<file path="config.mk">
export PLATFORM = sky130hd
export DESIGN_NAME = cu_top
export DESIGN_NICKNAME = d
export VERILOG_FILES = /design/src/logic/cu_pkg.sv /design/src/logic/cw_bundle_if.sv /design/src/logic/cw_decoder.sv /design/src/logic/hazard_unit.sv /design/src/logic/stall_fsm.sv /design/src/logic/delay_counter.sv /design/src/logic/cw_pipeline.sv /design/src/logic/cu_top.sv
export SDC_FILE = /design/constraint.sdc
export NUM_CORES = 1
export LEC_CHECK = 0
export BUFFER_PORTS_ARGS = -buffer_cell sky130_fd_sc_hd__buf_2
export CAP_MARGIN = 15
export CORE_MARGIN = 4
export CORE_UTILIZATION = 45
export DETAILED_ROUTE_END_ITERATION = 7
export PLACE_DENSITY_LB_ADDON = 0.3
export SETUP_SLACK_MARGIN = 0.15
export SYNTH_ARGS = -nofsm -noshare
export SYNTH_HDL_FRONTEND = slang
export SYNTH_SLANG_ARGS = --single-unit
</file>
<file path="constraint.sdc">
create_clock -name clk -period 2.02 [get_ports clk]
set_input_delay 0.101 -clock clk [delete_from_list [all_inputs] [get_ports clk]]
set_output_delay 0.101 -clock clk [all_outputs]
set_load 0.1 [all_outputs]
</file>
<file path="src/logic/cu_pkg.sv">
//==========================================================================
// shared opcodes, funct3 codes, alu codes and control-word layout
// for the pipeline control unit; every block imports what it needs
//==========================================================================
package cu_pkg;

    // base opcodes, instr[6:0]
    localparam logic [6:0] OP_LUI    = 7'b0110111;
    localparam logic [6:0] OP_AUIPC  = 7'b0010111;
    localparam logic [6:0] OP_JAL    = 7'b1101111;
    localparam logic [6:0] OP_JALR   = 7'b1100111;
    localparam logic [6:0] OP_BRANCH = 7'b1100011;
    localparam logic [6:0] OP_LOAD   = 7'b0000011;
    localparam logic [6:0] OP_STORE  = 7'b0100011;
    localparam logic [6:0] OP_ITYPE  = 7'b0010011;
    localparam logic [6:0] OP_RTYPE  = 7'b0110011;
    localparam logic [6:0] OP_FENCE  = 7'b0001111;
    localparam logic [6:0] OP_CSTYPE = 7'b1110011;

    // funct3, shared by register and immediate arithmetic
    localparam logic [2:0] F3_ADD_SUB = 3'b000;
    localparam logic [2:0] F3_SLL     = 3'b001;
    localparam logic [2:0] F3_SLT     = 3'b010;
    localparam logic [2:0] F3_SLTU    = 3'b011;
    localparam logic [2:0] F3_XOR     = 3'b100;
    localparam logic [2:0] F3_SRL_SRA = 3'b101;
    localparam logic [2:0] F3_OR      = 3'b110;
    localparam logic [2:0] F3_AND     = 3'b111;

    typedef enum logic [3:0] {
        ALU_PASS = 4'd0,    // lui, and the fallback
        ALU_ADD  = 4'd2,
        ALU_XOR  = 4'd3,
        ALU_OR   = 4'd4,
        ALU_AND  = 4'd5,
        ALU_SLL  = 4'd6,
        ALU_SRL  = 4'd7,
        ALU_SRA  = 4'd8,
        ALU_SUB  = 4'd9,
        ALU_SLT  = 4'd10,
        ALU_SLTU = 4'd11
    } alu_op_t;

    // one group per pipeline stage, msb first
    typedef struct packed {
        logic [1:0] fetch;      // pc_en, fd_en
        logic [3:0] decode;     // reg1_en, reg2_en, imm_en, de_en
        logic [2:0] execute;    // mux_a_sel, mux_b_sel, em_en
        logic [2:0] memory;     // dram_we, dram_re, mw_en
        logic [2:0] writeback;  // mux_c_sel, mux_d_sel, rf_we
    } cw_t;

    // instruction classes, index into cw_table
    localparam int CLS_BRANCH  = 0;
    localparam int CLS_JAL     = 1;
    localparam int CLS_JALR    = 2;
    localparam int CLS_LOAD    = 3;
    localparam int CLS_STORE   = 4;
    localparam int CLS_ITYPE   = 5;
    localparam int CLS_RTYPE   = 6;
    localparam int CLS_FENCE   = 7;
    localparam int CLS_CSTYPE  = 8;
    localparam int NUM_CLASSES = 9;

    localparam cw_t cw_table [0:NUM_CLASSES-1] = '{
        15'b11_1111_111_001_100,    // branch
        15'b11_0011_101_001_111,    // jal
        15'b11_1011_011_001_111,    // jalr
        15'b11_1011_111_011_001,    // load
        15'b11_1111_111_101_100,    // store
        15'b11_1011_111_001_101,    // immediate
        15'b11_1101_101_001_101,    // rtype
        15'b11_1101_101_001_101,    // fence
        15'b11_1101_101_001_101     // cstype
    };

    // zero word while the icache fills, pc keeps moving
    localparam cw_t cw_fetch_only = 15'b11_0000_000_000_000;

    typedef struct packed {
        logic [6:0] funct7;
        logic [4:0] rs2;
        logic [4:0] rs1;
        logic [2:0] funct3;
        logic [4:0] rd;
        logic [6:0] opcode;
    } instr_r_t;

    typedef struct packed {
        logic [6:0] imm_hi;
        logic [4:0] rs2;
        logic [4:0] rs1;
        logic [2:0] funct3;
        logic [4:0] imm_lo;     // rd slot carries immediate bits
        logic [6:0] opcode;
    } instr_s_t;

    typedef union packed {
        instr_r_t r;
        instr_s_t s;
    } instr_t;

endpackage

</file>
<file path="src/logic/cw_bundle_if.sv">
//==========================================================================
// decoded control word travelling from the decoder into the stage
// registers; decoder drives it, pipeline reads it
//==========================================================================
`timescale 1ns/1ps

interface cw_bundle_if
    import cu_pkg::*;
();

    logic [1:0] fetch;
    logic [3:0] decode;
    logic [2:0] execute;
    logic [2:0] memory;
    logic [2:0] writeback;
    alu_op_t    alu_op;
    logic       is_zero_instr;  // icache fill word

    modport decoder (
        output fetch, decode, execute, memory, writeback, alu_op, is_zero_instr
    );

    modport pipeline (
        input fetch, decode, execute, memory, writeback, alu_op, is_zero_instr
    );

endinterface

</file>
<file path="src/logic/cw_decoder.sv">
//==========================================================================
// combinational decode of the fetched word into the stage groups
// and the alu operation code
//==========================================================================
`timescale 1ns/1ps

module cw_decoder
    import cu_pkg::*;
(
    input  instr_t       instr,
    cw_bundle_if.decoder cw
);

    cw_t     word;
    alu_op_t op;
    logic    is_zero;
    logic    is_rtype;
    logic    alt;

    assign is_zero  = (instr == '0);
    assign is_rtype = (instr.r.opcode == OP_RTYPE);
    assign alt      = instr.r.funct7[5];  // bit 30, sub and sra/srai

    always_comb begin
        if (is_zero) begin
            word = cw_fetch_only;
        end else begin
            case (instr.r.opcode)
                OP_BRANCH: word = cw_table[CLS_BRANCH];
                OP_JAL:    word = cw_table[CLS_JAL];
                OP_JALR:   word = cw_table[CLS_JALR];
                OP_LOAD:   word = cw_table[CLS_LOAD];
                OP_STORE:  word = cw_table[CLS_STORE];
                OP_ITYPE:  word = cw_table[CLS_ITYPE];
                OP_RTYPE:  word = cw_table[CLS_RTYPE];
                OP_FENCE:  word = cw_table[CLS_FENCE];
                OP_CSTYPE: word = cw_table[CLS_CSTYPE];
                default:   word = '0;  // unknown opcode launches nothing
            endcase
        end
    end

    always_comb begin
        case (instr.r.opcode)
            OP_LUI:             op = ALU_PASS;
            OP_LOAD, OP_STORE:  op = ALU_ADD;   // address add
            OP_RTYPE, OP_ITYPE: begin
                case (instr.r.funct3)
                    F3_ADD_SUB: op = (is_rtype && alt) ? ALU_SUB : ALU_ADD;
                    F3_SLL:     op = ALU_SLL;
                    F3_SLT:     op = ALU_SLT;
                    F3_SLTU:    op = ALU_SLTU;
                    F3_XOR:     op = ALU_XOR;
                    F3_SRL_SRA: op = alt ? ALU_SRA : ALU_SRL;
                    F3_OR:      op = ALU_OR;
                    F3_AND:     op = ALU_AND;
                    default:    op = ALU_PASS;
                endcase
            end
            default:            op = ALU_PASS;
        endcase
    end

    assign cw.fetch         = word.fetch;
    assign cw.decode        = word.decode;
    assign cw.execute       = word.execute;
    assign cw.memory        = word.memory;
    assign cw.writeback     = word.writeback;
    assign cw.alu_op        = op;
    assign cw.is_zero_instr = is_zero;

endmodule

</file>
<file path="src/logic/hazard_unit.sv">
//==========================================================================
// read-after-write detection against the previous instruction;
// flags are combinational and valid in the cycle the reader is fetched
//==========================================================================
`timescale 1ns/1ps

module hazard_unit
    import cu_pkg::*;
(
    input  logic   clk,
    input  logic   nrst,
    input  instr_t instr,
    input  logic   insert_bubble,
    input  logic   flush,
    output logic   load_use,
    output logic   alu_branch,
    output logic   load_branch
);

    logic [6:0] opcode;
    logic       is_branch;
    logic       is_load;
    logic       s_form;
    logic       no_rs1;
    logic       no_rs2;
    logic [4:0] rs1;
    logic [4:0] rs2;
    logic [4:0] rd;
    logic [4:0] prev_rd;
    logic       prev_load;
    logic       match;

    assign opcode    = instr.r.opcode;
    assign is_branch = (opcode == OP_BRANCH);
    assign is_load   = (opcode == OP_LOAD);
    assign s_form    = is_branch || (opcode == OP_STORE);   // imm_lo in the rd slot

    // classes without a given source field
    assign no_rs1 = (opcode == OP_JAL) || (opcode == OP_LUI) || (opcode == OP_AUIPC);
    assign no_rs2 = no_rs1 || is_load || (opcode == OP_ITYPE);

    // sources sit at the same bits in both views
    assign rs1 = no_rs1 ? 5'd0 : instr.s.rs1;
    assign rs2 = no_rs2 ? 5'd0 : instr.s.rs2;
    assign rd  = s_form ? 5'd0 : instr.r.rd;

    // a killed slot writes nothing, so a held reader is not caught twice
    always_ff @(posedge clk) begin
        if (!nrst) begin
            prev_rd   <= 5'd0;
            prev_load <= 1'b0;
        end else if (insert_bubble || flush) begin
            prev_rd   <= 5'd0;
            prev_load <= 1'b0;
        end else begin
            prev_rd   <= rd;
            prev_load <= is_load;
        end
    end

    assign match = (prev_rd != 5'd0) && ((rs1 == prev_rd) || (rs2 == prev_rd));

    assign load_use    = match && prev_load && !is_branch;
    assign load_branch = match && prev_load && is_branch;   // waits on memory
    assign alu_branch  = match && !prev_load && is_branch;

endmodule

</file>
<file path="src/logic/stall_fsm.sv">
//==========================================================================
// turns hazards, the external stall and the misprediction flush into
// hold and bubble levels; starts the memory wait on load-then-branch
//==========================================================================
`timescale 1ns/1ps

module stall_fsm #(
    parameter int MEM_DELAY = 3
) (
    input  logic clk,
    input  logic nrst,
    input  logic stall,
    input  logic chng2nop,
    input  logic load_use,
    input  logic alu_branch,
    input  logic load_branch,
    input  logic done,
    output logic start,
    output logic hold_fetch,
    output logic insert_bubble,
    output logic flush
);

    typedef enum logic [1:0] {
        RESET,
        RUN,
        MEM_WAIT
    } state_t;

    state_t state;
    state_t next_state;

    // the wait counter is four bits wide
    if (MEM_DELAY < 1 || MEM_DELAY > 15) begin : g_delay_range
        $error("MEM_DELAY must lie in 1..15");
    end

    always_ff @(posedge clk) begin
        if (!nrst)
            state <= RESET;
        else
            state <= next_state;
    end

    always_comb begin
        next_state    = state;
        start         = 1'b0;
        hold_fetch    = 1'b0;
        insert_bubble = 1'b0;
        flush         = 1'b0;
        case (state)
            RESET: begin
                flush      = 1'b1;  // keep the pipe empty until running
                next_state = RUN;
            end
            RUN: begin
                if (chng2nop) begin
                    flush = 1'b1;
                end else if (stall) begin
                    hold_fetch    = 1'b1;
                    insert_bubble = 1'b1;
                end else if (load_branch) begin
                    start         = 1'b1;
                    hold_fetch    = 1'b1;
                    insert_bubble = 1'b1;
                    next_state    = MEM_WAIT;
                end else if (load_use || alu_branch) begin
                    hold_fetch    = 1'b1;   // one cycle only
                    insert_bubble = 1'b1;
                end
            end
            MEM_WAIT: begin
                flush         = chng2nop;
                hold_fetch    = 1'b1;
                insert_bubble = 1'b1;
                if (done)
                    next_state = RUN;
            end
            default: next_state = RESET;
        endcase
    end

endmodule

</file>
<file path="src/logic/delay_counter.sv">
//==========================================================================
// counts the memory latency of a load feeding a branch;
// done pulses MEM_DELAY cycles after start
//==========================================================================
`timescale 1ns/1ps

module delay_counter #(
    parameter int MEM_DELAY = 3
) (
    input  logic clk,
    input  logic nrst,
    input  logic start,
    output logic done
);

    logic [3:0] count;
    logic       running;

    assign done = running && (count == 4'(MEM_DELAY));

    always_ff @(posedge clk) begin
        if (!nrst) begin
            count   <= 4'd0;
            running <= 1'b0;
        end else if (done) begin
            count   <= 4'd0;    // back to idle
            running <= 1'b0;
        end else if (running) begin
            count <= count + 4'd1;
        end else if (start) begin
            count   <= 4'd1;    // first wait cycle
            running <= 1'b1;
        end
    end

endmodule

</file>
<file path="src/logic/cw_pipeline.sv">
//==========================================================================
// stage registers that carry each control group to its own stage,
// with bubble and flush injection at the decode boundary
//==========================================================================
`timescale 1ns/1ps

module cw_pipeline
    import cu_pkg::*;
(
    input  logic          clk,
    input  logic          nrst,
    input  logic          hold_fetch,
    input  logic          insert_bubble,
    input  logic          flush,
    cw_bundle_if.pipeline cw,
    output cw_t           cw_out,
    output alu_op_t       alu_ctrl,
    output logic          rf_we
);

    logic [12:0] de_stage;  // decode .. writeback
    logic [8:0]  ex_stage;  // execute .. writeback
    logic [5:0]  mem_stage; // memory, writeback
    logic [2:0]  wb_stage;
    alu_op_t     alu_de;
    alu_op_t     alu_ex;
    logic        kill;

    assign kill = insert_bubble || flush;

    // older groups keep moving while the front is held
    always_ff @(posedge clk) begin
        if (!nrst) begin
            de_stage  <= '0;
            ex_stage  <= '0;
            mem_stage <= '0;
            wb_stage  <= '0;
        end else begin
            de_stage  <= kill ? 13'd0 : {cw.decode, cw.execute, cw.memory, cw.writeback};
            ex_stage  <= de_stage[8:0];
            mem_stage <= ex_stage[5:0];
            wb_stage  <= mem_stage[2:0];
        end
    end

    always_ff @(posedge clk) begin
        if (!nrst) begin
            alu_de <= ALU_PASS;
            alu_ex <= ALU_PASS;
        end else begin
            // fill words and killed slots never drive the alu
            alu_de <= (kill || cw.is_zero_instr) ? ALU_PASS : cw.alu_op;
            alu_ex <= alu_de;
        end
    end

    always_comb begin
        cw_out.fetch     = (hold_fetch || flush) ? 2'b00 : cw.fetch;
        cw_out.decode    = de_stage[12:9];
        cw_out.execute   = ex_stage[8:6];
        cw_out.memory    = mem_stage[5:3];
        cw_out.writeback = wb_stage;
    end

    assign alu_ctrl = alu_ex;       // lines up with the execute group
    assign rf_we    = wb_stage[0];

endmodule

</file>
<file path="src/logic/cu_top.sv">
//==========================================================================
// control unit top; one instruction word in per cycle, stage-aligned
// control word, alu code and register-file write enable out
//==========================================================================
`timescale 1ns/1ps

module cu_top
    import cu_pkg::*;
#(
    parameter int MEM_DELAY = 3     // load latency seen by a branch, 1..15
) (
    input  logic        clk,
    input  logic        nrst,
    input  logic        stall,
    input  logic        chng2nop,
    input  logic [31:0] instr_in,
    output logic [14:0] cw_out,
    output logic [3:0]  alu_ctrl,
    output logic        rf_we
);

    instr_t  instr;
    cw_t     cw_word;
    alu_op_t alu_word;
    logic    load_use;
    logic    alu_branch;
    logic    load_branch;
    logic    start;
    logic    done;
    logic    hold_fetch;
    logic    insert_bubble;
    logic    flush;

    assign instr = instr_t'(instr_in);

    cw_bundle_if cw_if ();

    cw_decoder cw_decoder_inst (
        .instr (instr),
        .cw    (cw_if.decoder)
    );

    hazard_unit hazard_unit_inst (
        .clk           (clk),
        .nrst          (nrst),
        .instr         (instr),
        .insert_bubble (insert_bubble),
        .flush         (flush),
        .load_use      (load_use),
        .alu_branch    (alu_branch),
        .load_branch   (load_branch)
    );

    stall_fsm #(.MEM_DELAY(MEM_DELAY)) stall_fsm_inst (
        .clk           (clk),
        .nrst          (nrst),
        .stall         (stall),
        .chng2nop      (chng2nop),
        .load_use      (load_use),
        .alu_branch    (alu_branch),
        .load_branch   (load_branch),
        .done          (done),
        .start         (start),
        .hold_fetch    (hold_fetch),
        .insert_bubble (insert_bubble),
        .flush         (flush)
    );

    delay_counter #(.MEM_DELAY(MEM_DELAY)) delay_counter_inst (
        .clk   (clk),
        .nrst  (nrst),
        .start (start),
        .done  (done)
    );

    cw_pipeline cw_pipeline_inst (
        .clk           (clk),
        .nrst          (nrst),
        .hold_fetch    (hold_fetch),
        .insert_bubble (insert_bubble),
        .flush         (flush),
        .cw            (cw_if.pipeline),
        .cw_out        (cw_word),
        .alu_ctrl      (alu_word),
        .rf_we         (rf_we)
    );

    assign cw_out   = cw_word;
    assign alu_ctrl = alu_word;

endmodule

</file>
==> reports/results.txt <==
CTS H-tree depth -> 2
HP Class -> primary input to register
fin. max-slew vios -> 0
RSZ-0062 raised after global routing -> yes
max_cap viols -> 0
Post-synth EDFFs -> 0
FF-to-FF End -> cw_pipeline_inst.alu_de[3]
vias in the first global route -> 1821
vias per inst -> 5.251
Pre-antenna DRT Iters -> 6
Area Growth Syn to Fin -> 26.78%
beginning of the critical path -> hazard_unit_inst.prev_rd[0]
status -> finished, violations left
pre-CTS WS -> 0.08331 ns
Setup crit start kind -> register
CTS clk-pin slew, worst paths -> 0.09 ns
Layout Nets -> 355
die width -> 80.13 um
simple-gate share of the synthesized area -> 28.11%
Max Clk Rate -> 0.4759 GHz
Setup Viol. Count Final -> 2
antenna cells -> 0
IO Port Bufs -> 55
worst r2r path cells -> 8
synth warn -> 0
initial antenna violation count -> 0
final design utilization -> 60.82%
DP Area -> 2718 um^2
xor/xnor share of the synthesized area -> 2.245%
# rows -> 25
core area -> 4880 um^2
full die area -> 6420 um^2
combinational share of power -> 19.5%
WL final -> 5.177 mm
layout cell share with drive strength beyond 1 -> 38.73%
total gr overflow -> 0
Routability Congestion -> 0.8209
Vias -> 2006
clk sink count -> 49
critical path type -> register to output pin
starting density of the core -> 47.97%
Slowest cell on crit path -> dfxtp_2
TritonCTS clock tree -> yes
Critical Path End Type -> output pin
Power Dens Cells -> 677.8 nW/um^2
Area contributors post-synth -> dfxtp_1, and2_1, buf_4
Slew HR -> 53.50%
post-synthesis adder-cell area fraction -> 2.672%
Final Critical Period -> 2.101 ns
crit path DAT -> 2.00 ns
Synth Flop Type -> dfxtp_1
clock skew after layout -> 0.009981 ns
CTS buffer count -> 5
R2R Path Start -> hazard_unit_inst.prev_rd[2]
Distinct cells, synth -> 51
post-synthesis sequential area ratio -> 41.90%
number of synthesized register bits -> 49
Yosys top cell by area -> dfxtp_1
DRC viols -> 0
Top Ports -> 56
Mapped Area -> 2341 um^2
cts hold-fix bufs -> 0
flop-to-flop setup slack -> 0.04 ns
Seq pwr share -> 49.8%
drt wl/cell -> 13.55 um
Int Power -> 1.415 mW
fin crit share -> 104.0%
final hold slack -> 0.03478 ns
Skew-Pair Late Insertion Delay -> 0.31 ns
CP peak stage delay -> 0.38 ns
Clk pwr share -> 30.7%
detailed placement HPWL -> 3.730 mm
buffer type at the clock tree root -> clkbuf_8
gr usage total -> 16.32%
CP max FO -> 4
Synth Area per Inst -> 8.901 um^2
Critical Path End -> cw_out[14]
deepest clock path buffer count -> 2
switching portion of total power -> 29.67%
largest net degree at the start of global routing -> 33
DR iter-0 viols -> 119
asr flop ratio synth -> 0%
global-route wire length before repair -> 8.183 mm
antenna viol nets, final -> 0
largest family of logic cells by synthesized area -> simple AND/OR/NAND/NOR gates
LEAKAGE -> 1.356 nW
Yosys top cell area share -> 41.90%
final setup margin -> -0.08113 ns
failing checks -> setup timing
total design power -> 2.012 mW
Final Hold Viols -> 0
Worst EP required -> 1.92 ns
worst vdd ir -> 0.3587 mV
Synth Area in Compound Gates -> 15.66%
die height -> 80.13 um
CP Cell Sequence -> nor3_1 -> nand3_1 -> inv_1 -> mux2_4 -> a21oi_4 -> a211oi_4 -> nor3b_4 -> buf_12
syn_nets -> 304
Worst-Margin Slew -> 0.6922 ns
multiplexer share of the synthesized area -> 0.9086%
Sw Pwr -> 0.5969 mW
post-route design area -> 2968 um^2
Mapped Cells -> 263
[per-stage QoR]
stage	std cells	setup TNS, ns
after CTS	380	-0.09533
after detailed placement	368	0
after global routing	382	-0.3790
final	382	-0.1613
after floorplan	263	-0.3234
after global placement	368	0
[logic make-up (layout without fill, tap and decap cells)]
logic type,Yosys count,after routing
adders and majority gates,5,5
muxes,2,2
DFF,49,49
and+or+nand+nor,113,113
xor gates and xnor gates,6,6
AOI/OAI and AO/OA,53,53
buffers and inverters,35,87
[placed cells by master (no fill, tap or decap), types with 3 or more instances in the layout]
master	instances
o211a_1	4
o22ai_1	3
nor2b_1	3
nand3_1	5
a211oi_1	4
and2_1	21
nor3_1	6
nand2_1	16
buf_4	12
nor2_1	12
clkbuf_8	5
xnor2_1	3
buf_2	53
nand2b_1	3
inv_2	3
o21ai_0	10
and3_4	8
dfxtp_2	9
ha_1	4
a21oi_1	11
nand3b_1	3
inv_1	9
nor4_1	6
and3_1	7
dfxtp_1	40
o21ai_1	3
[layout make-up]
type	count	area, um^2
fill	422	1912
multi-input combinational	179	1354
sequential	49	992.2
timing repair buffer	67	395.4
tap	67	83.83
clock buffer	5	68.82
inverter	12	45.04
clock inverter	3	28.78
[layer usage]
| layer | share of wire (%) | vias up | GRT usage, % | routed length, um |
|---|---|---|---|---|
| li1 | - | 1018 | - | - |
| met2 | 47 | 73 | 26.49 | 2426 |
| met3 | 7.0 | 9 | 4.260 | 363 |
| met1 | 44 | 906 | 20.01 | 2300 |
| met4 | 1.7 | 0 | 7.770 | 87 |
| met5 | 0 | - | 0 | 0 |
[worst min-delay path by stage]
stage,cells past startpoint,from,endpoint,slack (ns)
global route,2,instr_in[7],hazard_unit_inst.prev_rd[0],0.02
floorplan,1,instr_in[7],hazard_unit_inst.prev_rd[0],0.25
global placement,2,instr_in[9],hazard_unit_inst.prev_rd[2],0.34
CTS,2,instr_in[7],hazard_unit_inst.prev_rd[0],0.03
detailed placement,2,instr_in[9],hazard_unit_inst.prev_rd[2],0.35
finish,2,instr_in[7],hazard_unit_inst.prev_rd[0],0.03
[state kept, by name, summed over array words and instances (netlist names)]
register and count:
cw_pipeline_inst.alu_ctrl 4, cw_pipeline_inst.mem_stage 6, cw_pipeline_inst.de_stage 11, cw_pipeline_inst.wb_stage 3, stall_fsm_inst.state 2, delay_counter_inst.count 4, cw_pipeline_inst.alu_de 4, hazard_unit_inst.prev_load 1
delay_counter_inst.running 1, cw_pipeline_inst.ex_stage 8, hazard_unit_inst.prev_rd 5
[Yosys cell counts, types with 4 or more instances]
| library cell | number |
|---|---|
| a211oi_1 | 5 |
| a21oi_1 | 13 |
| and2_1 | 23 |
| and3_1 | 15 |
| buf_4 | 13 |
| clkbuf_1 | 5 |
| dfxtp_1 | 49 |
| ha_1 | 5 |
| inv_1 | 12 |
| nand2_1 | 18 |
| nand3_1 | 5 |
| nor2_1 | 14 |
| nor3_1 | 7 |
| nor3b_1 | 4 |
| nor4_1 | 6 |
| o211a_1 | 4 |
| o21ai_0 | 14 |
| o22ai_1 | 4 |
| xnor2_1 | 4 |
[power by group through the flow]
stage | sequential, mW | combinational (mW) | clock (mW)
after floorplan | 1.02 | 0.252 | 0
final | 1.00 | 0.393 | 0.618
after global placement | 1.02 | 0.335 | 0
after detailed placement | 1.02 | 0.343 | 0
after global routing | 1.00 | 0.431 | 0.687
after CTS | 0.999 | 0.368 | 0.641
[worst max-delay path: cells and delay by family, from the launching register on]
family | cells | cell delay (ns)
buf+inv | 2 | 0.29
compound gates | 2 | 0.22
simple gates | 3 | 0.52
mux | 1 | 0.29
flops | 1 | 0.38
[timing repair]
| action | CTS | global route |
|---|---|---|
| pin swaps | 14 | 9 |
| cloned | 0 | 0 |
| buffers inserted | 4 | 2 |
| resized for setup | 19 | 14 |
| endpoints found under the setup margin | 22 | 30 |
(Power assumes the default switching activity.)
